<file path="src/hdl/PortalBusPkg.sv">
`default_nettype none

package PortalBusPkg;

  // Bus side fields
  typedef logic [31:0] busAddrT;
  typedef logic [5:0]  busIdT;
  typedef logic [3:0]  busLenT;   // Beats minus one
  typedef logic [31:0] busDataT;

  // Portal side fields
  typedef logic [4:0]  beatOffsetT;  // Byte offset inside 32 byte window
  typedef logic [4:0]  beatCountT;   // Up to 16 beats left

endpackage

`default_nettype wire

</file>
<file path="src/hdl/PortalRegPkg.sv">
`default_nettype none

package PortalRegPkg;

  // Control region offsets
  localparam PortalBusPkg::beatOffsetT CtrlIntStatus   = 5'h00;
  localparam PortalBusPkg::beatOffsetT CtrlIntEnable   = 5'h04;
  localparam PortalBusPkg::beatOffsetT CtrlNumTiles    = 5'h08;
  localparam PortalBusPkg::beatOffsetT CtrlQueueStatus = 5'h0C;
  localparam PortalBusPkg::beatOffsetT CtrlPortalId    = 5'h10;
  localparam PortalBusPkg::beatOffsetT CtrlNumPortals  = 5'h14;

  // Data region offsets
  localparam PortalBusPkg::beatOffsetT DataQueue   = 5'h00;
  localparam PortalBusPkg::beatOffsetT DataNotFull = 5'h04;

  // Fixed read values
  localparam PortalBusPkg::busDataT ReqPortalId = 32'd5;
  localparam PortalBusPkg::busDataT IndPortalId = 32'd6;
  localparam PortalBusPkg::busDataT NumTiles    = 32'd1;
  localparam PortalBusPkg::busDataT NumPortals  = 32'd2;

  // Burst splitter phase
  typedef enum logic
  {
    BurstFirst,
    BurstNext
  } burstStateT;

endpackage

`default_nettype wire

</file>
<file path="src/hdl/BeatFifo.sv">
`default_nettype none

module BeatFifo #(
  parameter int Width = 8
) (
  input  wire              CLK,
  input  wire              nRST,
  input  wire              enq,
  input  wire              deq,
  input  wire [Width-1:0]  dIn,
  output logic [Width-1:0] dOut,
  output logic             full,
  output logic             empty
);

  logic             valid;
  logic [Width-1:0] store;

  // Single slot, so no enq and deq in one cycle
  always_ff @(posedge CLK)
  begin
    if (!nRST)
      valid <= 1'b0;
    else if (enq && !valid)
      valid <= 1'b1;
    else if (deq && valid)
      valid <= 1'b0;
  end

  always_ff @(posedge CLK)
  begin
    if (enq && !valid)
      store <= dIn;
  end

  assign dOut  = store;
  assign full  = valid;
  assign empty = !valid;

endmodule

`default_nettype wire

</file>
<file path="src/hdl/BurstSplitter.sv">
`default_nettype none

module BurstSplitter (
  input  wire                              CLK,
  input  wire                              nRST,
  input  wire                              reqValid,
  input  wire PortalBusPkg::beatOffsetT    reqOffset,
  input  wire PortalBusPkg::busLenT        reqLen,
  input  wire                              beatRdy,
  output logic                             reqTake,
  output logic                             beatEna,
  output PortalBusPkg::beatOffsetT         beatOffset,
  output logic                             beatLast
);

  PortalRegPkg::burstStateT state;
  PortalBusPkg::beatOffsetT offsetReg;
  PortalBusPkg::beatCountT  countReg;
  PortalBusPkg::beatCountT  curCount;

  // First beat comes straight from the request
  always_comb
  begin
    if (state == PortalRegPkg::BurstFirst)
    begin
      beatOffset = reqOffset;
      curCount   = PortalBusPkg::beatCountT'(reqLen) + 5'd1;
    end
    else
    begin
      beatOffset = offsetReg;
      curCount   = countReg;
    end
  end

  assign beatEna  = reqValid && beatRdy;
  assign beatLast = curCount == 5'd1;
  assign reqTake  = beatEna && beatLast;  // Request leaves with its last beat

  always_ff @(posedge CLK)
  begin
    if (!nRST)
    begin
      state     <= PortalRegPkg::BurstFirst;
      offsetReg <= '0;
      countReg  <= '0;
    end
    else if (beatEna)
    begin
      offsetReg <= beatOffset + 5'd4;  // Wraps in 32 bytes
      countReg  <= curCount - 5'd1;
      if (beatLast)
        state <= PortalRegPkg::BurstFirst;
      else
        state <= PortalRegPkg::BurstNext;
    end
  end

endmodule

`default_nettype wire

</file>
<file path="src/hdl/PortalControl.sv">
`default_nettype none

module PortalControl (
  input  wire                           CLK,
  input  wire                           nRST,
  // Read beats
  input  wire                           rdValid,
  input  wire PortalBusPkg::beatOffsetT rdOffset,
  input  wire                           rdCtrl,
  input  wire                           rdPortal,
  input  wire                           rdRoom,
  output logic                          rdTake,
  output PortalBusPkg::busDataT         rdData,
  // Write beats
  input  wire                           wrValid,
  input  wire PortalBusPkg::beatOffsetT wrOffset,
  input  wire                           wrCtrl,
  input  wire                           wrPortal,
  input  wire                           wrLast,
  input  wire                           wrRoom,
  input  wire PortalBusPkg::busDataT    wrData,
  output logic                          wrTake,
  // User queue
  input  wire PortalBusPkg::busDataT    head,
  input  wire                           notEmpty,
  input  wire                           notFull,
  output logic                          pushEna,
  output PortalBusPkg::busDataT         pushData,
  output logic                          popEna,
  output logic                          interrupt
);

  logic intEnable;

  assign rdTake = rdValid && rdRoom;

  // Read word
  always_comb
  begin
    rdData = '0;
    if (rdCtrl)
    begin
      case (rdOffset)
        PortalRegPkg::CtrlIntStatus:   rdData = {31'd0, notEmpty};
        PortalRegPkg::CtrlNumTiles:    rdData = PortalRegPkg::NumTiles;
        PortalRegPkg::CtrlQueueStatus: rdData = {31'd0, notEmpty};
        PortalRegPkg::CtrlPortalId:
          rdData = rdPortal ? PortalRegPkg::IndPortalId : PortalRegPkg::ReqPortalId;
        PortalRegPkg::CtrlNumPortals:  rdData = PortalRegPkg::NumPortals;
        default:                       rdData = '0;
      endcase
    end
    else
    begin
      case (rdOffset)
        PortalRegPkg::DataQueue:
          if (rdPortal && notEmpty)
            rdData = head;
        PortalRegPkg::DataNotFull:     rdData = {31'd0, notFull};
        default:                       rdData = '0;
      endcase
    end
  end

  // Only indication portal pops
  assign popEna = rdTake && !rdCtrl && rdPortal
                  && rdOffset == PortalRegPkg::DataQueue && notEmpty;

  // Last beat also needs a response slot
  assign wrTake = wrValid && (!wrLast || wrRoom);

  assign pushData = wrData;
  assign pushEna  = wrTake && !wrCtrl && !wrPortal
                    && wrOffset == PortalRegPkg::DataQueue && notFull;

  always_ff @(posedge CLK)
  begin
    if (!nRST)
    begin
      intEnable <= 1'b0;
      interrupt <= 1'b0;
    end
    else
    begin
      if (wrTake && wrCtrl && wrOffset == PortalRegPkg::CtrlIntEnable)
        intEnable <= wrData[0];
      interrupt <= intEnable && notEmpty;
    end
  end

endmodule

`default_nettype wire

</file>
<file path="src/hdl/PortalTop.sv">
`default_nettype none

module PortalTop #(
  parameter int UserDepth = 4
) (
  input  wire                        CLK,
  input  wire                        nRST,
  input  wire PortalBusPkg::busAddrT arAddr,
  input  wire PortalBusPkg::busIdT   arId,
  input  wire PortalBusPkg::busLenT  arLen,
  input  wire                        arEna,
  output logic                       arRdy,
  input  wire                        rRdy,
  output PortalBusPkg::busDataT      rData,
  output PortalBusPkg::busIdT        rId,
  output logic                       rLast,
  output logic                       rEna,
  input  wire PortalBusPkg::busAddrT awAddr,
  input  wire PortalBusPkg::busIdT   awId,
  input  wire PortalBusPkg::busLenT  awLen,
  input  wire                        awEna,
  output logic                       awRdy,
  input  wire PortalBusPkg::busDataT wData,
  input  wire                        wEna,
  output logic                       wRdy,
  input  wire                        bRdy,
  output PortalBusPkg::busIdT        bId,
  output logic                       bEna,
  output logic                       interrupt
);

  // Request entry is offset, len, id, ctrl, portal
  localparam int ReqW  = 17;
  // Beat entry is offset, id, last, ctrl, portal
  localparam int BeatW = 14;

  PortalBusPkg::beatOffsetT arOffQ, awOffQ, rdBeatOff, wrBeatOff, rdOffQ, wrOffQ;
  PortalBusPkg::busLenT     arLenQ, awLenQ;
  PortalBusPkg::busIdT      arIdQ, awIdQ, rdIdQ, wrIdQ;
  PortalBusPkg::busDataT    rdWord, wrWord, pushData, head;
  logic arCtrlQ, arPortalQ, arReqFull, arReqEmpty, arTake, rdBeatEna, rdBeatLast;
  logic rdLastQ, rdCtrlQ, rdPortalQ, readBeatFull, readBeatEmpty, readDataFull;
  logic readDataEmpty, rdTake;
  logic awCtrlQ, awPortalQ, awReqFull, awReqEmpty, awTake, wrBeatEna, wrBeatLast;
  logic wrLastQ, wrCtrlQ, wrPortalQ, writeBeatFull, writeBeatEmpty;
  logic writeDataFull, writeDataEmpty, writeDoneFull, writeDoneEmpty, wrTake;
  logic pushEna, popEna, notEmpty, notFull;

  // Read path
  BeatFifo #(.Width(ReqW)) arReq (
    .CLK(CLK), .nRST(nRST), .enq(arEna && arRdy), .deq(arTake),
    .dIn({arAddr[4:0], arLen, arId, arAddr[11:5] == 7'd0, arAddr[12]}),
    .dOut({arOffQ, arLenQ, arIdQ, arCtrlQ, arPortalQ}),
    .full(arReqFull), .empty(arReqEmpty));

  BurstSplitter readSplit (
    .CLK(CLK), .nRST(nRST), .reqValid(!arReqEmpty), .reqOffset(arOffQ),
    .reqLen(arLenQ), .beatRdy(!readBeatFull), .reqTake(arTake),
    .beatEna(rdBeatEna), .beatOffset(rdBeatOff), .beatLast(rdBeatLast));

  BeatFifo #(.Width(BeatW)) readBeat (
    .CLK(CLK), .nRST(nRST), .enq(rdBeatEna), .deq(rdTake),
    .dIn({rdBeatOff, arIdQ, rdBeatLast, arCtrlQ, arPortalQ}),
    .dOut({rdOffQ, rdIdQ, rdLastQ, rdCtrlQ, rdPortalQ}),
    .full(readBeatFull), .empty(readBeatEmpty));

  BeatFifo #(.Width(39)) readData (
    .CLK(CLK), .nRST(nRST), .enq(rdTake), .deq(rRdy),
    .dIn({rdWord, rdIdQ, rdLastQ}), .dOut({rData, rId, rLast}),
    .full(readDataFull), .empty(readDataEmpty));

  // Write path
  BeatFifo #(.Width(ReqW)) awReq (
    .CLK(CLK), .nRST(nRST), .enq(awEna && awRdy), .deq(awTake),
    .dIn({awAddr[4:0], awLen, awId, awAddr[11:5] == 7'd0, awAddr[12]}),
    .dOut({awOffQ, awLenQ, awIdQ, awCtrlQ, awPortalQ}),
    .full(awReqFull), .empty(awReqEmpty));

  BurstSplitter writeSplit (
    .CLK(CLK), .nRST(nRST), .reqValid(!awReqEmpty), .reqOffset(awOffQ),
    .reqLen(awLenQ), .beatRdy(!writeBeatFull), .reqTake(awTake),
    .beatEna(wrBeatEna), .beatOffset(wrBeatOff), .beatLast(wrBeatLast));

  BeatFifo #(.Width(BeatW)) writeBeat (
    .CLK(CLK), .nRST(nRST), .enq(wrBeatEna), .deq(wrTake),
    .dIn({wrBeatOff, awIdQ, wrBeatLast, awCtrlQ, awPortalQ}),
    .dOut({wrOffQ, wrIdQ, wrLastQ, wrCtrlQ, wrPortalQ}),
    .full(writeBeatFull), .empty(writeBeatEmpty));

  BeatFifo #(.Width(32)) writeData (
    .CLK(CLK), .nRST(nRST), .enq(wEna && wRdy), .deq(wrTake),
    .dIn(wData), .dOut(wrWord), .full(writeDataFull), .empty(writeDataEmpty));

  BeatFifo #(.Width(6)) writeDone (
    .CLK(CLK), .nRST(nRST), .enq(wrTake && wrLastQ), .deq(bRdy),
    .dIn(wrIdQ), .dOut(bId), .full(writeDoneFull), .empty(writeDoneEmpty));

  PortalControl control (
    .CLK(CLK), .nRST(nRST),
    .rdValid(!readBeatEmpty), .rdOffset(rdOffQ), .rdCtrl(rdCtrlQ), .rdPortal(rdPortalQ),
    .rdRoom(!readDataFull), .rdTake(rdTake), .rdData(rdWord),
    .wrValid(!writeBeatEmpty && !writeDataEmpty), .wrOffset(wrOffQ), .wrCtrl(wrCtrlQ),
    .wrPortal(wrPortalQ), .wrLast(wrLastQ), .wrRoom(!writeDoneFull), .wrData(wrWord),
    .wrTake(wrTake),
    .head(head), .notEmpty(notEmpty), .notFull(notFull),
    .pushEna(pushEna), .pushData(pushData), .popEna(popEna),
    .interrupt(interrupt));

  UserQueue #(.UserDepth(UserDepth)) user (
    .CLK(CLK), .nRST(nRST), .pushEna(pushEna), .pushData(pushData), .popEna(popEna),
    .head(head), .notEmpty(notEmpty), .notFull(notFull));

  assign arRdy = !arReqFull;
  assign awRdy = !awReqFull;
  assign wRdy  = !writeDataFull;
  assign rEna  = !readDataEmpty;
  assign bEna  = !writeDoneEmpty;

endmodule

`default_nettype wire

</file>
<file path="src/hdl/UserQueue.sv">
`default_nettype none

module UserQueue #(
  parameter int UserDepth = 4
) (
  input  wire                        CLK,
  input  wire                        nRST,
  input  wire                        pushEna,
  input  wire PortalBusPkg::busDataT pushData,
  input  wire                        popEna,
  output PortalBusPkg::busDataT      head,
  output logic                       notEmpty,
  output logic                       notFull
);

  localparam int PtrW = (UserDepth > 1) ? $clog2(UserDepth) : 1;
  localparam int CntW = $clog2(UserDepth + 1);

  PortalBusPkg::busDataT mem [UserDepth];
  logic [PtrW-1:0] rdPtr;
  logic [PtrW-1:0] wrPtr;
  logic [CntW-1:0] count;
  logic            doPush;
  logic            doPop;

  assign notEmpty = count != '0;
  assign notFull  = count != CntW'(UserDepth);
  assign doPush   = pushEna && notFull;   // Full queue drops the word
  assign doPop    = popEna && notEmpty;
  assign head     = mem[rdPtr];

  always_ff @(posedge CLK)
  begin
    if (doPush)
      mem[wrPtr] <= pushData;
  end

  always_ff @(posedge CLK)
  begin
    if (!nRST)
    begin
      rdPtr <= '0;
      wrPtr <= '0;
      count <= '0;
    end
    else
    begin
      if (doPush)
        wrPtr <= (wrPtr == PtrW'(UserDepth - 1)) ? '0 : wrPtr + 1'b1;
      if (doPop)
        rdPtr <= (rdPtr == PtrW'(UserDepth - 1)) ? '0 : rdPtr + 1'b1;
      if (doPush && !doPop)
        count <= count + 1'b1;
      else if (doPop && !doPush)
        count <= count - 1'b1;
    end
  end

endmodule

`default_nettype wire

</file>
<file path="config.mk">
export PLATFORM = sky130hd
export DESIGN_NAME = PortalTop
export DESIGN_NICKNAME = d
export VERILOG_FILES = /design/src/hdl/PortalBusPkg.sv /design/src/hdl/PortalRegPkg.sv /design/src/hdl/BeatFifo.sv /design/src/hdl/BurstSplitter.sv /design/src/hdl/PortalControl.sv /design/src/hdl/PortalTop.sv /design/src/hdl/UserQueue.sv
export SDC_FILE = /design/constraint.sdc
export NUM_CORES = 1
export LEC_CHECK = 0
export BUFFER_PORTS_ARGS = -buffer_cell sky130_fd_sc_hd__buf_4
export CORE_MARGIN = 4
export CORE_UTILIZATION = 40
export DETAILED_ROUTE_END_ITERATION = 8
export GPL_TIMING_DRIVEN = 1
export PLACE_DENSITY = 0.7
export RECOVER_POWER = 50
export SYNTH_ARGS = -nofsm -noshare
export SYNTH_HDL_FRONTEND = slang
export SYNTH_SLANG_ARGS = --single-unit
</file>
<file path="constraint.sdc">
create_clock -name CLK -period 2.8 [get_ports CLK]
set_input_delay 0.42 -clock CLK [delete_from_list [all_inputs] [get_ports CLK]]
set_output_delay 0.42 -clock CLK [all_outputs]
set_load 0.005 [all_outputs]
</file>
Yosys cells after proc, flatten, opt, wreduce, memory -nomap -nowiden --
Memories as Yosys holds them, arrays and structs flattened. A register that Yosys moved wholly into a read port is not among the register bits. Index checks and enable logic that the tools add are counted. Widths: inputs -> output; s select.
Operators by class: add/sub/neg operators 10, multiplexer cells 33, equality and inequality tests 11, reduce and logical (&&, ||, !) cells 69
Operators with widths (number):
- $pmux 32 s4 | 1
- $mux 32 | 2
- $pmux 32 s2 | 1
- $logic_and 1x1->1 | 41
- $mux 5 | 4
- $mux 1 | 18
- $reduce_bool 2->1 | 8
- $logic_not 7->1 | 2
- $logic_not 1->1 | 13
- $add 4x1->5 const B | 2
- $add 5x3->5 const B | 2
- $eq 5x1->1 const B | 2
- $eq 5x3->1 const B | 2
- $eq 5x4->1 const B | 2
- $eq 5x5->1 const B | 2
- $logic_not 5->1 | 2
- $mux 2 | 5
- $sub 5x1->5 const B | 2
- $mux 3 | 2
- $add 2x1->2 const B | 2
- $eq 2x2->1 const B | 2
- $add 3x1->3 const B | 1
- $ne 3x3->1 const B | 1
- $reduce_bool 3->1 | 1
- other kinds (3) | 3
Storage, ports and cells: memory bits (writable) 128, output and inout port bits 51, word-level logic and storage cells 149, input port bits 123, memories 1, bits in registers 177
Memories:
- user.mem | depth 4, width 32, rd ports 1, clocked after memory_dff 1, write ports 1, RTL line UserQueue.sv:19 | PortalBusPkg::busDataT mem [UserDepth];

Logic depth before layout (Yosys ltp) --
Gate-level depths: netlist of the first run.
depth in word-level cells 12, gate-level depth with buffers 9, gate-level depth less buffers 9

Hierarchy --
A second synthesis of the first run with hierarchy kept.
Second synthesis, totals: cells, all modules 684, area total of the unflattened synthesis 11971.5 um^2
Modules (own cells, without submodules):
- UserQueue | cells each 218, seq. area each 4023.9 um^2, area an instance 5094.9 um^2, times used 1
- BurstSplitter | cells each 88, seq. area each 220.2 um^2, area an instance 790.8 um^2, times used 2
- BeatFifo at readData | cells each 44, seq. area each 1191.1 um^2, area an instance 1214.9 um^2, times used 1
- BeatFifo at arReq ... | cells each 22, seq. area each 530.5 um^2, area an instance 554.3 um^2, times used 2
- BeatFifo at writeData | cells each 37, seq. area each 980.9 um^2, area an instance 1004.7 um^2, times used 1
- BeatFifo at readBeat ... | cells each 19, seq. area each 440.4 um^2, area an instance 464.2 um^2, times used 2
- PortalControl | cells each 95, seq. area each 40.0 um^2, area an instance 700.7 um^2, times used 1
- BeatFifo at writeDone | cells each 11, seq. area each 200.2 um^2, area an instance 224.0 um^2, times used 1
- PortalTop | cells each 21, seq. area each 0.0 um^2, area an instance 113.9 um^2, times used 1

Worst setup path before layout of the first run --
Ideal clock, no wire load.
kind reg-to-reg, start register readData.valid (netlist: readData.full), end register user.count[2], clock period less this slack 2.799 ns, arrival time 2.729 ns, setup slack 0.001 ns, buffers on the path 0, setup time 0.071 ns, stages on the path, launching flop included 10, required time 2.729 ns, cell sequence dfxtp_1 -> nand2b_1 -> inv_1 -> nand4_1 -> ha_1 -> inv_1 -> fa_1 -> xor2_1 -> or3_2 -> a21oi_1
On the way: cells in the longest elaborated chain, start to end 10, elaborated cells between the ends (all ways) 12, classes of those cells mux: 1; reduce/logical: 11
RTL lines:
- start, declared | RTL line BeatFifo.sv:16 | logic valid;
- start signal, assigned | RTL line BeatFifo.sv:23 | valid <= 1'b0;
- start signal, assigned | RTL line BeatFifo.sv:25 | valid <= 1'b1;
- start signal, assigned | RTL line BeatFifo.sv:27 | valid <= 1'b0;
- $logic_not 1->1 * | RTL line PortalTop.sv:101 | .rdRoom(!readDataFull), .rdTake(rdTake), .rdData(rdWord),
- $logic_and 1x1->1 * | RTL line PortalControl.sv:35 | assign rdTake = rdValid && rdRoom;
- $logic_and 1x1->1 * (2 in series) | RTL line PortalControl.sv:66 | assign popEna = rdTake && !rdCtrl && rdPortal
- $logic_and 1x1->1 * (2 in series) | RTL line PortalControl.sv:67 | && rdOffset == PortalRegPkg::DataQueue && notEmpty;
- $logic_and 1x1->1 * | RTL line UserQueue.sv:29 | assign doPop = popEna && notEmpty;
- $logic_not 1->1 | RTL line UserQueue.sv:52 | if (doPush && !doPop)
- $logic_and 1x1->1 | RTL line UserQueue.sv:52
- $mux 3 or $reduce_bool 2->1 (tied branches)
- end signal, assigned | RTL line UserQueue.sv:53 | count <= count + 1'b1;
- end signal, assigned | RTL line UserQueue.sv:55 | count <= count - 1'b1;
- end, declared | RTL line UserQueue.sv:22 | logic [CntW-1:0] count;
Mark *: on every way between the ends. The rest lies on a longest branch, timed or not. A chain may end at the register's enable or synchronous reset.

Final worst setup path of the first run --
start register user.count[0], end register user.count[2]
On the way: cells in the longest elaborated chain, start to end 6, elaborated cells between the ends (all ways) 15, classes of those cells add/sub: 2; eq/ne: 1; mux: 2; reduce/logical: 10
RTL lines:
- $ne 3x3->1 * | RTL line UserQueue.sv:27 | assign notFull = count != CntW'(UserDepth);
- $logic_and 1x1->1 | RTL line PortalControl.sv:74 | && wrOffset == PortalRegPkg::DataQueue && notFull;
- $logic_and 1x1->1 * | RTL line UserQueue.sv:28 | assign doPush = pushEna && notFull;
- net user.doPush | RTL line UserQueue.sv:23 | logic doPush;
- $logic_not 1->1 | RTL line UserQueue.sv:54 | else if (doPop && !doPush)
- $logic_and 1x1->1 | RTL line UserQueue.sv:54
- $reduce_bool 2->1 (no line)
The timed path passes the listed nets; every way through them passes the cells marked *. The select of a mux whose other input is x is not followed.

==> metrics.md, run 1 <==
| Metric | Value |
|---|---|
| Status | complete, but fails checks |
| Violations in the final reports | max-capacitance violations, max-slew violations |
| Worst reg-to-reg setup slack | 0.19 ns |
| DRT Wirelength | 19,800 um |
| Initial detailed-routing violation count | 275 |
| Utilization of the core after routing | 0.504 |
| Cell count after synthesis | 608 |
| Sinks on Clock Net | 307 |
| Number of flops mapped to enable cells by yosys | 267 |
| Beginning of the worst hold path | wData[17] |
| Actual transition at the worst max-transition pin | 2.05 ns |
| Synth warnings | 0 |
| Power Density | 724 mW/mm^2 |
| Netlist Area Pre-Place | 0.0113 mm^2 |
| Initial antenna violation count | 0 |
| Number of global-route vias before repair | 5,927 |
| Instance count along the most critical hold path | 1 |
| Average size of a mapped cell | 18.6 um^2 |
| Core outline area | 0.0279 mm^2 |
| Antenna cells | 0 |
| Relative slew margins | -0.368 |
| Hold endpoint | writeData.dOut[17] |
| Depth of the worst register-to-register path | 9 |
| FP Rows | 61 |
| Antenna-violating nets left | 0 |
| Vias | 5,707 |
| Final global-route overflow total | 0 |
| Final worst hold slack | 0.107 ns |
| Hold buffers post-CTS | 0 |
| Routed WL per cell | 16.7 um |
| Stage delay of the slowest cell on the critical path | 0.45 ns |
| Power dissipated by switching net loads | 2030 uW |
| Setup slack of the critical path after layout | 0.187 ns |
| Final-stage net count | 915 |
| Non-Filler Cell Area, Final | 0.0140 mm^2 |
| Clock tree from TritonCTS | built |
| Dpl ws | 0.135 ns |
| DRC errors left | 0 |
| Max-capacitance violation count | 1 |
| Clock root buffer master | sky130_fd_sc_hd__clkbuf_16 |
| Initial standard-cell utilization of the core | 0.407 |
| Sequential element share of the synthesized area | 0.778 |
| Switching Share | 0.200 |
| Pint | 8140 uW |
| Gate power share | 0.042 |
| Crit start category | register |
| Vias per Instance | 4.83 |
| P&R area growth vs syn | 23.9% |
| Async set or reset register ratio after synthesis | 0 |
| Count of final setup violators | 0 |
| CP required | 3.21 ns |
| Fmax | 0.383 GHz |
| Setup repair after global routing missed its margin | false |
| Master of the slowest instance on the critical path | sky130_fd_sc_hd__or4_4 |
| Clock period minus final worst setup slack | 2.61 ns |
| Sequential share of power | 0.515 |
| Pin count of the biggest net entering global routing | 40 |
| Final Max Tran Viols | 17 |
| Final clock skew | 0.0185 ns |
| Synth Register Bits | 307 |
| First-pass GRT wire length | 31,000 um |
| CP cell instances | nor3b_1, or4_4, nor2_2, ha_1, inv_1, fa_1, xor2_1, or3_2, a21oi_1 |
| HPWL reported at the end of detailed placement | 12,500 um |
| Worst path buffer plus inverter count | 1 |
| Drt first pass iters | 4 |
| CTS H-tree lvls | 2 |
| Placement Cell Area | 0.0129 mm^2 |
| Final-report hold violation count | 0 |
| Die Area | 0.0311 mm^2 |
| Worst reg2reg path startpoint | user.count[0] |
| Max IR drop VDD | 0.408 mV |
| Horizontal extent of the die | 176 um |
| Category of the most critical setup path | reg2reg |
| Number of nets produced by synthesis | 746 |
| Count of input and output buffers | 135 |
| Element type at the critical path end | register |
| Leakage | 0.00488 uW |
| Fraction of the cycle the final worst path needs | 0.933 |
| Min-delay worst type | in2reg |
| End of the worst register-to-register path | user.count[2] |
| CP arrival | 3.02 ns |
| Primary FF master, synth | sky130_fd_sc_hd__edfxtp_1 |
| Top delay family on crit path | simple AND/OR/NAND/NOR gates |
| # Post-CTS Setup Buffers | 0 |
| Top-level port count | 174 |
| Final GP Congestion | 0.786 |
| Critical Path Fanout Max | 5 |
| Floorplan die height | 176 um |
| Synth unique cells | 48 |
| Clk Latency, worst-skew pair | 0.51 ns |
| Clock-pin slew reported for the worst setup and hold paths after clock tree synthesis | 0.06 ns |
| Proportion of layout cells with a drive suffix above 1 | 0.306 |
| Share of power burned in the clock network | 0.443 |
| Largest buffer count on any clock path | 3 |
| Clock buffer count from CTS | 35 |
| Tot GR Track Use | 0.127 |
| Final sum of negative setup slack | 0 ns |
[layer usage]
metal | global-route usage | vias to the layer above | wire length (um)
met5 | 0 | - | 0
met4 | 0.0416 | 0 | 412
met3 | 0.0340 | 38 | 1230
met2 | 0.212 | 150 | 9740
met1 | 0.161 | 2812 | 8390
li1 | - | 2707 | -
[kinds of logic (layout without fill, tap and decap cells)]
group           count (synthesis)  in the layout  synth area share
buf+inv                        38            233            0.0138
simple gates                  131            131            0.0667
mux                            59             59            0.0885
compound gates                 50             50            0.0295
xor+xnor                        8              8           0.00618
fa+ha+maj                      15             15            0.0172
flops                         307            307             0.778
[layout by cell type (no fill, tap or decap), types with 5 or more instances in the layout]
cell / netlist / routed
sky130_fd_sc_hd__nor2b_1: 40 / 39
sky130_fd_sc_hd__inv_1: 18 / 17
sky130_fd_sc_hd__dfxtp_1: 40 / 38
sky130_fd_sc_hd__buf_4: 0 / 56
sky130_fd_sc_hd__mux4_2: 32 / 32
sky130_fd_sc_hd__buf_12: 0 / 5
sky130_fd_sc_hd__edfxtp_1: 267 / 267
sky130_fd_sc_hd__clkbuf_1: 8 / 18
sky130_fd_sc_hd__clkinv_1: 0 / 7
sky130_fd_sc_hd__clkbuf_16: 0 / 35
sky130_fd_sc_hd__nand2_1: 14 / 14
sky130_fd_sc_hd__mux2_1: 0 / 5
sky130_fd_sc_hd__nor2_1: 28 / 27
sky130_fd_sc_hd__o21ai_0: 13 / 13
sky130_fd_sc_hd__ha_1: 14 / 14
sky130_fd_sc_hd__a21oi_1: 10 / 10
sky130_fd_sc_hd__and3_1: 7 / 7
sky130_fd_sc_hd__bufinv_16: 0 / 5
sky130_fd_sc_hd__mux2_2: 10 / 5
sky130_fd_sc_hd__clkbuf_4: 0 / 76
sky130_fd_sc_hd__mux2i_1: 17 / 17
[sequential cells by signal, summed over array words and instances, names as in the netlist, 2 cells and up, named ones only]
register	count
user.mem	128
readData.dOut	39
writeData.dOut	32
arReq.dOut	17
awReq.dOut	17
readBeat.dOut	14
writeBeat.dOut	14
writeDone.dOut	6
readSplit.countReg	5
readSplit.offsetReg	5
writeSplit.countReg	5
writeSplit.offsetReg	5
user.count	3
user.rdPtr	2
user.wrPtr	2
[stage by stage]
| step | power (uW) | instances |
|---|---|---|
| 2_1_floorplan | 5540 | 608 |
| 3_3_place_gp | 5760 | 1118 |
| 3_5_place_dp | 5780 | 1118 |
| 4_1_cts | 10300 | 1181 |
| 5_1_grt | 10600 | 1181 |
| 6_report | 10200 | 1181 |
[synthesized netlist by cell type, types with 6 or more instances]
master	number	share of area
sky130_fd_sc_hd__mux4_2	32	0.064
sky130_fd_sc_hd__nor2b_1	40	0.022
sky130_fd_sc_hd__and2_1	6	0.0033
sky130_fd_sc_hd__inv_1	18	0.0060
sky130_fd_sc_hd__edfxtp_1	267	0.71
sky130_fd_sc_hd__ha_1	14	0.015
sky130_fd_sc_hd__buf_2	11	0.0049
sky130_fd_sc_hd__nand2_1	14	0.0046
sky130_fd_sc_hd__mux2i_1	17	0.015
sky130_fd_sc_hd__mux2_2	10	0.0099
sky130_fd_sc_hd__dfxtp_1	40	0.071
sky130_fd_sc_hd__nor2_1	28	0.0093
sky130_fd_sc_hd__clkbuf_1	8	0.0026
sky130_fd_sc_hd__and3_1	7	0.0039
sky130_fd_sc_hd__o21ai_0	13	0.0057
sky130_fd_sc_hd__a21oi_1	10	0.0044
[layout make-up]
type,count,area (um^2)
fillers,2261,13800
clock inverters,24,262
repair buffers,152,1150
inverters,18,67.6
flip-flops and latches,307,8820
clock buffers,39,901
well taps,378,473
multi-input cells,263,2370
[how the worst max path moves through the flow]
stage | depth (start not counted) | endpoint | start | slack, ns
floorplan | 9 | user.count[2] | readData.full | 0.0009
global placement | 9 | user.count[2] | user.count[0] | 0.16
detailed placement | 9 | user.count[2] | user.count[0] | 0.14
CTS | 9 | user.count[2] | user.count[0] | 0.11
global route | 9 | user.count[2] | user.count[0] | 0.04
finish | 9 | user.count[2] | user.count[0] | 0.19
[power by group through the flow]
stage | clock network (uW) | logic, uW | registers, uW
after floorplan | 0 | 244 | 5300
after global placement | 0 | 437 | 5320
after detailed placement | 0 | 448 | 5330
after CTS | 4650 | 450 | 5240
after global routing | 4840 | 476 | 5250
final | 4510 | 427 | 5240
[timing repair]
action                                 CTS  global route
resized for setup                        0             2
setup endpoints to repair                0             1
endpoints found under the hold margin    0             0
[worst register-to-register path: stages, from the launching register on]
cell,delay [ns]
sky130_fd_sc_hd__dfxtp_1,0.41
sky130_fd_sc_hd__nor3b_1,0.12
sky130_fd_sc_hd__or4_4,0.45
sky130_fd_sc_hd__nor2_2,0.17
sky130_fd_sc_hd__ha_1,0.21
sky130_fd_sc_hd__inv_1,0.06
sky130_fd_sc_hd__fa_1,0.38
sky130_fd_sc_hd__xor2_1,0.17
sky130_fd_sc_hd__or3_2,0.40
sky130_fd_sc_hd__a21oi_1,0.15
No activity file was read; power rests on OpenSTA's default activity.
==> inputs of run 2 (changes only) <==
--- a/config.mk
+++ b/config.mk
@@ -6,7 +6,7 @@
 export NUM_CORES = 1
 export LEC_CHECK = 0
 export BUFFER_PORTS_ARGS = -buffer_cell sky130_fd_sc_hd__buf_4
-export CORE_MARGIN = 4
+export CORE_MARGIN = 1
 export CORE_UTILIZATION = 40
 export DETAILED_ROUTE_END_ITERATION = 8
 export GPL_TIMING_DRIVEN = 1
==> constraint.sdc (replaced) <==
create_clock -name CLK -period 2.8 [get_ports CLK]
set_input_delay 0.14 -clock CLK [delete_from_list [all_inputs] [get_ports CLK]]
set_output_delay 0.14 -clock CLK [all_outputs]
set_load 0.005 [all_outputs]
==> metrics.md, run 2 (same netlist as run 1, synthesis figures left out) <==
| Metric | Value |
|---|---|
| Element type at the critical path end | register |
| DRC errors left | 0 |
| Fmax | 0.388 GHz |
| Sequential standard cell area | 0.00882 mm^2 |
| Worst reg2reg path startpoint | user.count[1] |
| Top-level port count | 174 |
| Pin count of the biggest net entering global routing | 40 |
| Clock root buffer master | sky130_fd_sc_hd__clkbuf_16 |
| Antenna-violating nets left | 0 |
| Core outline area | 0.0279 mm^2 |
| Sinks on Clock Net | 307 |
| Final clock skew | 0.00891 ns |
| Final GP Congestion | 0.735 |
| Final global-route overflow total | 0 |
| Top delay family on crit path | simple AND/OR/NAND/NOR gates |
| Total number of cells along the worst setup path | 9 |
| Vias per Instance | 4.71 |
| Most common cell after layout, fill and taps aside | sky130_fd_sc_hd__edfxtp_1 |
| Routed WL per cell | 16.3 um |
| FP Rows | 61 |
| Beginning of the worst hold path | awAddr[3] |
| Max IR drop VDD | 0.510 mV |
| Proportion of layout cells with a drive suffix above 1 | 0.274 |
| Master of the slowest instance on the critical path | sky130_fd_sc_hd__or4_4 |
| Register bank with the most flops | user.mem |
| Largest buffer count on any clock path | 3 |
| CP cell instances | nor3b_1, or4_4, nor2_2, ha_1, inv_1, fa_1, xor2_1, or3_2, a21oi_1 |
| Final Max Tran Viols | 0 |
| CTS H-tree lvls | 1 |
| P&R area growth vs syn | 28.5% |
| Final-report hold violation count | 0 |
| DRT Wirelength | 20,300 um |
| Power Density | 647 mW/mm^2 |
| Leakage | 0.00508 uW |
| Instance count along the most critical hold path | 2 |
| Number of global-route vias before repair | 6,082 |
| Hold endpoint | awReq.dOut[15] |
| Tot GR Track Use | 0.144 |
| Fraction of the cycle the final worst path needs | 0.920 |
| CP arrival | 3.05 ns |
| Clock period minus final worst setup slack | 2.58 ns |
| Count of final setup violators | 0 |
| Antenna cells | 0 |
| Max-capacitance violation count | 0 |
| Clk Latency, worst-skew pair | 0.55 ns |
| Non-filler cells, final | 1,249 |
| Initial detailed-routing violation count | 308 |
| End of the worst register-to-register path | user.count[2] |
| Min-delay worst type | in2reg |
| Floorplan die height | 170 um |
| Multi-input logic area | 0.00238 mm^2 |
| Initial standard-cell utilization of the core | 0.407 |
| Relative slew margins | 0.394 |
| Vias | 5,881 |
| Drt first pass iters | 5 |
| Initial antenna violation count | 0 |
| Die Area | 0.0290 mm^2 |
| Actual transition at the worst max-transition pin | 0.909 ns |
| Horizontal extent of the die | 170 um |
| Category of the most critical setup path | reg2reg |
| CP required | 3.27 ns |
| Crit start category | register |
| Stage delay of the slowest cell on the critical path | 0.45 ns |
| First-pass GRT wire length | 31,900 um |
| Max FFs per register | 128 |
| Clock tree from TritonCTS | built |
| HPWL reported at the end of detailed placement | 12,400 um |
| Worst path buffer plus inverter count | 1 |
| Commonest non-fill, non-tap cells in the layout | 267 x sky130_fd_sc_hd__edfxtp_1, 104 x sky130_fd_sc_hd__clkbuf_4, 77 x sky130_fd_sc_hd__dlygate4sd3_1 |
| Dpl ws | 0.120 ns |
| Cell count after placement | 1,116 |
| Worst reg-to-reg setup slack | 0.22 ns |
| Clock-pin slew reported for the worst setup and hold paths after clock tree synthesis | 0.06 ns |
| Filler Cell Count | 2,263 |
| Depth of the worst register-to-register path | 9 |
| Status | complete, no violations |
| Setup slack of the critical path after layout | 0.223 ns |
| Clock buffer count from CTS | 31 |
| Final-stage net count | 988 |
| Critical Path Fanout Max | 5 |
| Count of input and output buffers | 135 |
==> run 2: cell type report <==
| type | instances | area share |
|---|---|---|
| Timing Repair Buffer | 229 | 0.132 |
| Clock buffer | 41 | 0.0572 |
| Clock inverter | 13 | 0.00438 |
| Multi-Input combinational cell | 263 | 0.164 |
| Sequential cell | 307 | 0.606 |
| Inverter | 18 | 0.00464 |
| Tap cell | 378 | 0.0325 |
==> run 2: per-layer routing <==
metal	vias up	GRT usage	routed length, um
li1	2851	-	-
met3	35	0.0309	1330
met1	2833	0.179	8350
met4	0	0.0384	361
met5	-	0	0
met2	162	0.254	10300
==> run 2: worst register-to-register path: cells and delay by family (launching register included) <==
family,cells,cell delay (ns)
adder cells (fa/ha/maj),2,0.58
XOR/XNOR,1,0.17
AND/OR/NAND/NOR,4,1.15
AO/OA/AOI/OAI,1,0.15
buffers and inverters,1,0.06
flip-flops,1,0.39
==> run 2: worst max-delay path by stage <==
stage	startpoint	to	slack, ns
finish	user.count[1]	user.count[2]	0.22
global route	user.count[1]	user.count[2]	-0.01
CTS	user.count[0]	user.count[2]	0.08
detailed placement	user.count[0]	user.count[2]	0.12
global placement	user.count[0]	user.count[2]	0.17
floorplan	readData.full	user.count[2]	0.0009
==> run 2: what timing repair did <==
action / CTS / global route
gates resized for setup: 0 / 3
endpoints found under the hold margin: 79 / 0
endpoints found under the setup margin: 0 / 1
setup buffers: 0 / 2
hold buffers: 77 / 0
==> run 2: through the flow <==
step	util	hold slack, ns	setup TNS, ns	power (uW)	cell area, um^2
final	0.523	0.317	0	9420	14600
after global routing	0.523	0.303	-0.0125	9790	14600
after CTS	0.524	0.283	0	9550	14600
after detailed placement	0.464	0.319	0	5770	12900
after global placement	0.464	0.318	0	5760	12900
after floorplan	-	0.239	0	5540	11300
==> run 2: power breakdown <==
group	internal, uW	switching [uW]	total [uW]
sequential	5140	93.6	5240
combinational	277	231	509
clock	2070	1610	3680
total	7490	1930	9420
==> inputs of run 3 (changes only) <==
--- a/config.mk
+++ b/config.mk
@@ -7,10 +7,10 @@
 export LEC_CHECK = 0
 export BUFFER_PORTS_ARGS = -buffer_cell sky130_fd_sc_hd__buf_4
 export CORE_MARGIN = 1
-export CORE_UTILIZATION = 40
+export CORE_UTILIZATION = 50
 export DETAILED_ROUTE_END_ITERATION = 8
 export GPL_TIMING_DRIVEN = 1
-export PLACE_DENSITY = 0.7
+export PLACE_DENSITY = 0.82
 export RECOVER_POWER = 50
 export SYNTH_ARGS = -nofsm -noshare
 export SYNTH_HDL_FRONTEND = slang
==> metrics.md, run 3 (same netlist as run 1, synthesis figures left out) <==
| Metric | Value |
|---|---|
| Relative slew margins | 0.355 |
| Register bank with the most flops | user.mem |
| Clock buffer count from CTS | 31 |
| First-pass GRT wire length | 33,700 um |
| Most common cell after layout, fill and taps aside | sky130_fd_sc_hd__edfxtp_1 |
| Vias per Instance | 5.24 |
| Pin count of the biggest net entering global routing | 40 |
| Pint | 7710 uW |
| Violations in the final reports | design-rule violations |
| Leakage | 0.00511 uW |
| Commonest non-fill, non-tap cells in the layout | 267 x sky130_fd_sc_hd__edfxtp_1, 102 x sky130_fd_sc_hd__clkbuf_4, 75 x sky130_fd_sc_hd__dlygate4sd3_1 |
| Initial standard-cell utilization of the core | 0.515 |
| Proportion of layout cells with a drive suffix above 1 | 0.279 |
| Floorplan die height | 153 um |
| Clock-pin slew reported for the worst setup and hold paths after clock tree synthesis | 0.06 ns |
| Category of the most critical setup path | reg2reg |
| Setup slack of the critical path after layout | 0.192 ns |
| Critical Path Fanout Max | 5 |
| Sequential share of power | 0.542 |
| CP arrival | 3.07 ns |
| Fraction of the cycle the final worst path needs | 0.931 |
| FP Rows | 54 |
| Final GP Congestion | 0.773 |
| Element type at the critical path end | register |
| Total power of the final layout | 9680 uW |
| Clock tree from TritonCTS | built |
| Placement Cell Area | 0.0128 mm^2 |
| Final global-route overflow total | 0 |
| Final clock skew | 0.00848 ns |
| Initial detailed-routing violation count | 245 |
| HPWL reported at the end of detailed placement | 12,300 um |
| Count of final setup violators | 0 |
| Share of power burned in the clock network | 0.405 |
| Max FFs per register | 128 |
| Top-level port count | 174 |
| Clock root buffer master | sky130_fd_sc_hd__clkbuf_16 |
| Non-Filler Cell Area, Final | 0.0145 mm^2 |
| Vias | 6,035 |
| Crit start category | register |
| Number of global-route vias before repair | 6,393 |
| Max-capacitance violation count | 0 |
| DRC errors left | 7 |
| Largest buffer count on any clock path | 3 |
| Routed WL per cell | 18.4 um |
| Max IR drop VDD | 0.537 mV |
| Antenna-violating nets left | 0 |
| Power Density | 669 mW/mm^2 |
| CP required | 3.26 ns |
| Drt first pass iters | 6 |
| CTS H-tree lvls | 1 |
| Fmax | 0.383 GHz |
| Antenna cells | 0 |
| Final worst hold slack | 0.333 ns |
| Clock period minus final worst setup slack | 2.61 ns |
| Final-stage net count | 987 |
| Power dissipated by switching net loads | 1970 uW |
| Final Max Tran Viols | 0 |
| Die Area | 0.0233 mm^2 |
| Final sum of negative setup slack | 0 ns |
| Status | complete, but fails checks |
| DRT Wirelength | 21,200 um |
| Gate power share | 0.053 |
| Sinks on Clock Net | 307 |
| Tot GR Track Use | 0.186 |
| Core outline area | 0.0220 mm^2 |
| Dpl ws | 0.153 ns |
| Horizontal extent of the die | 153 um |
| Min-delay worst type | in2reg |
| P&R area growth vs syn | 27.5% |
| Actual transition at the worst max-transition pin | 0.967 ns |
| Clk Latency, worst-skew pair | 0.54 ns |
| Initial antenna violation count | 0 |
| Setup repair after global routing missed its margin | false |
| Final-report hold violation count | 0 |
| Switching Share | 0.203 |
| Count of input and output buffers | 135 |
## run 3: cell count changes in the layout (fill, tap and decap cells not counted), sizes merged
| cell | change |
|---|---|
| dlygate4sd3 | -2 |
| clkbuf | -8 |
| clkinvlp | +1 |
| buf | +2 |
| bufinv | +3 |
| clkinv | +4 |
## run 3: worst paths after layout
check                    start  slack [ns]               end  cells past startpoint
min reg2reg   readBeat.dOut[8]        0.42  readData.dOut[6]                      0
min                   arLen[0]        0.33     arReq.dOut[8]                      2
max          writeBeat.dOut[1]        0.19     user.count[2]                      8
max reg2reg  writeBeat.dOut[1]        0.19     user.count[2]                      8
## run 3: stage by stage
step,utilization,cells
2_1_floorplan,-,608
3_3_place_gp,0.581,1021
3_5_place_dp,0.581,1021
4_1_cts,0.659,1151
5_1_grt,0.656,1151
6_report,0.656,1151
## run 3: critical path, stage by stage, from the launching register on
cell and delay (ns):
sky130_fd_sc_hd__edfxtp_1 0.39, sky130_fd_sc_hd__or4_4 0.59, sky130_fd_sc_hd__nor2_2 0.16, sky130_fd_sc_hd__ha_1 0.22, sky130_fd_sc_hd__inv_1 0.07, sky130_fd_sc_hd__fa_1 0.38
sky130_fd_sc_hd__xor2_1 0.18, sky130_fd_sc_hd__or3_2 0.41, sky130_fd_sc_hd__a21oi_1 0.14
## run 3: what timing repair did
item                       in CTS  in global routing
gates resized for setup         0                  1
hold endpoints to repair       79                  0
buffers inserted                0                  0
hold buffers                   75                  0
setup endpoints to repair       0                  1
## run 3: metal layers
metal / vias up / wire [um] / track usage
met2: 168 / 11100 / 0.338
met5: - / 0 / 0
li1: 2848 / - / -
met3: 36 / 1130 / 0.0347
met4: 0 / 429 / 0.0414
met1: 2983 / 8540 / 0.231
## run 3: power groups by stage
stage	combinational [uW]	clock [uW]	sequential (uW)
final	517	3920	5240
after global routing	565	4160	5260
after CTS	523	3990	5240
after detailed placement	437	0	5330
after global placement	424	0	5320
after floorplan	244	0	5300
## run 3: layout make-up
| class | count | area (um^2) |
|---|---|---|
| well taps | 280 | 350 |
| clock inverters | 21 | 181 |
| repair buffers | 228 | 1870 |
| inverters | 18 | 67.6 |
| flip-flops and latches | 307 | 8820 |
| fillers | 1495 | 7570 |
| clock buffers | 34 | 787 |
| multi-input cells | 263 | 2380 |
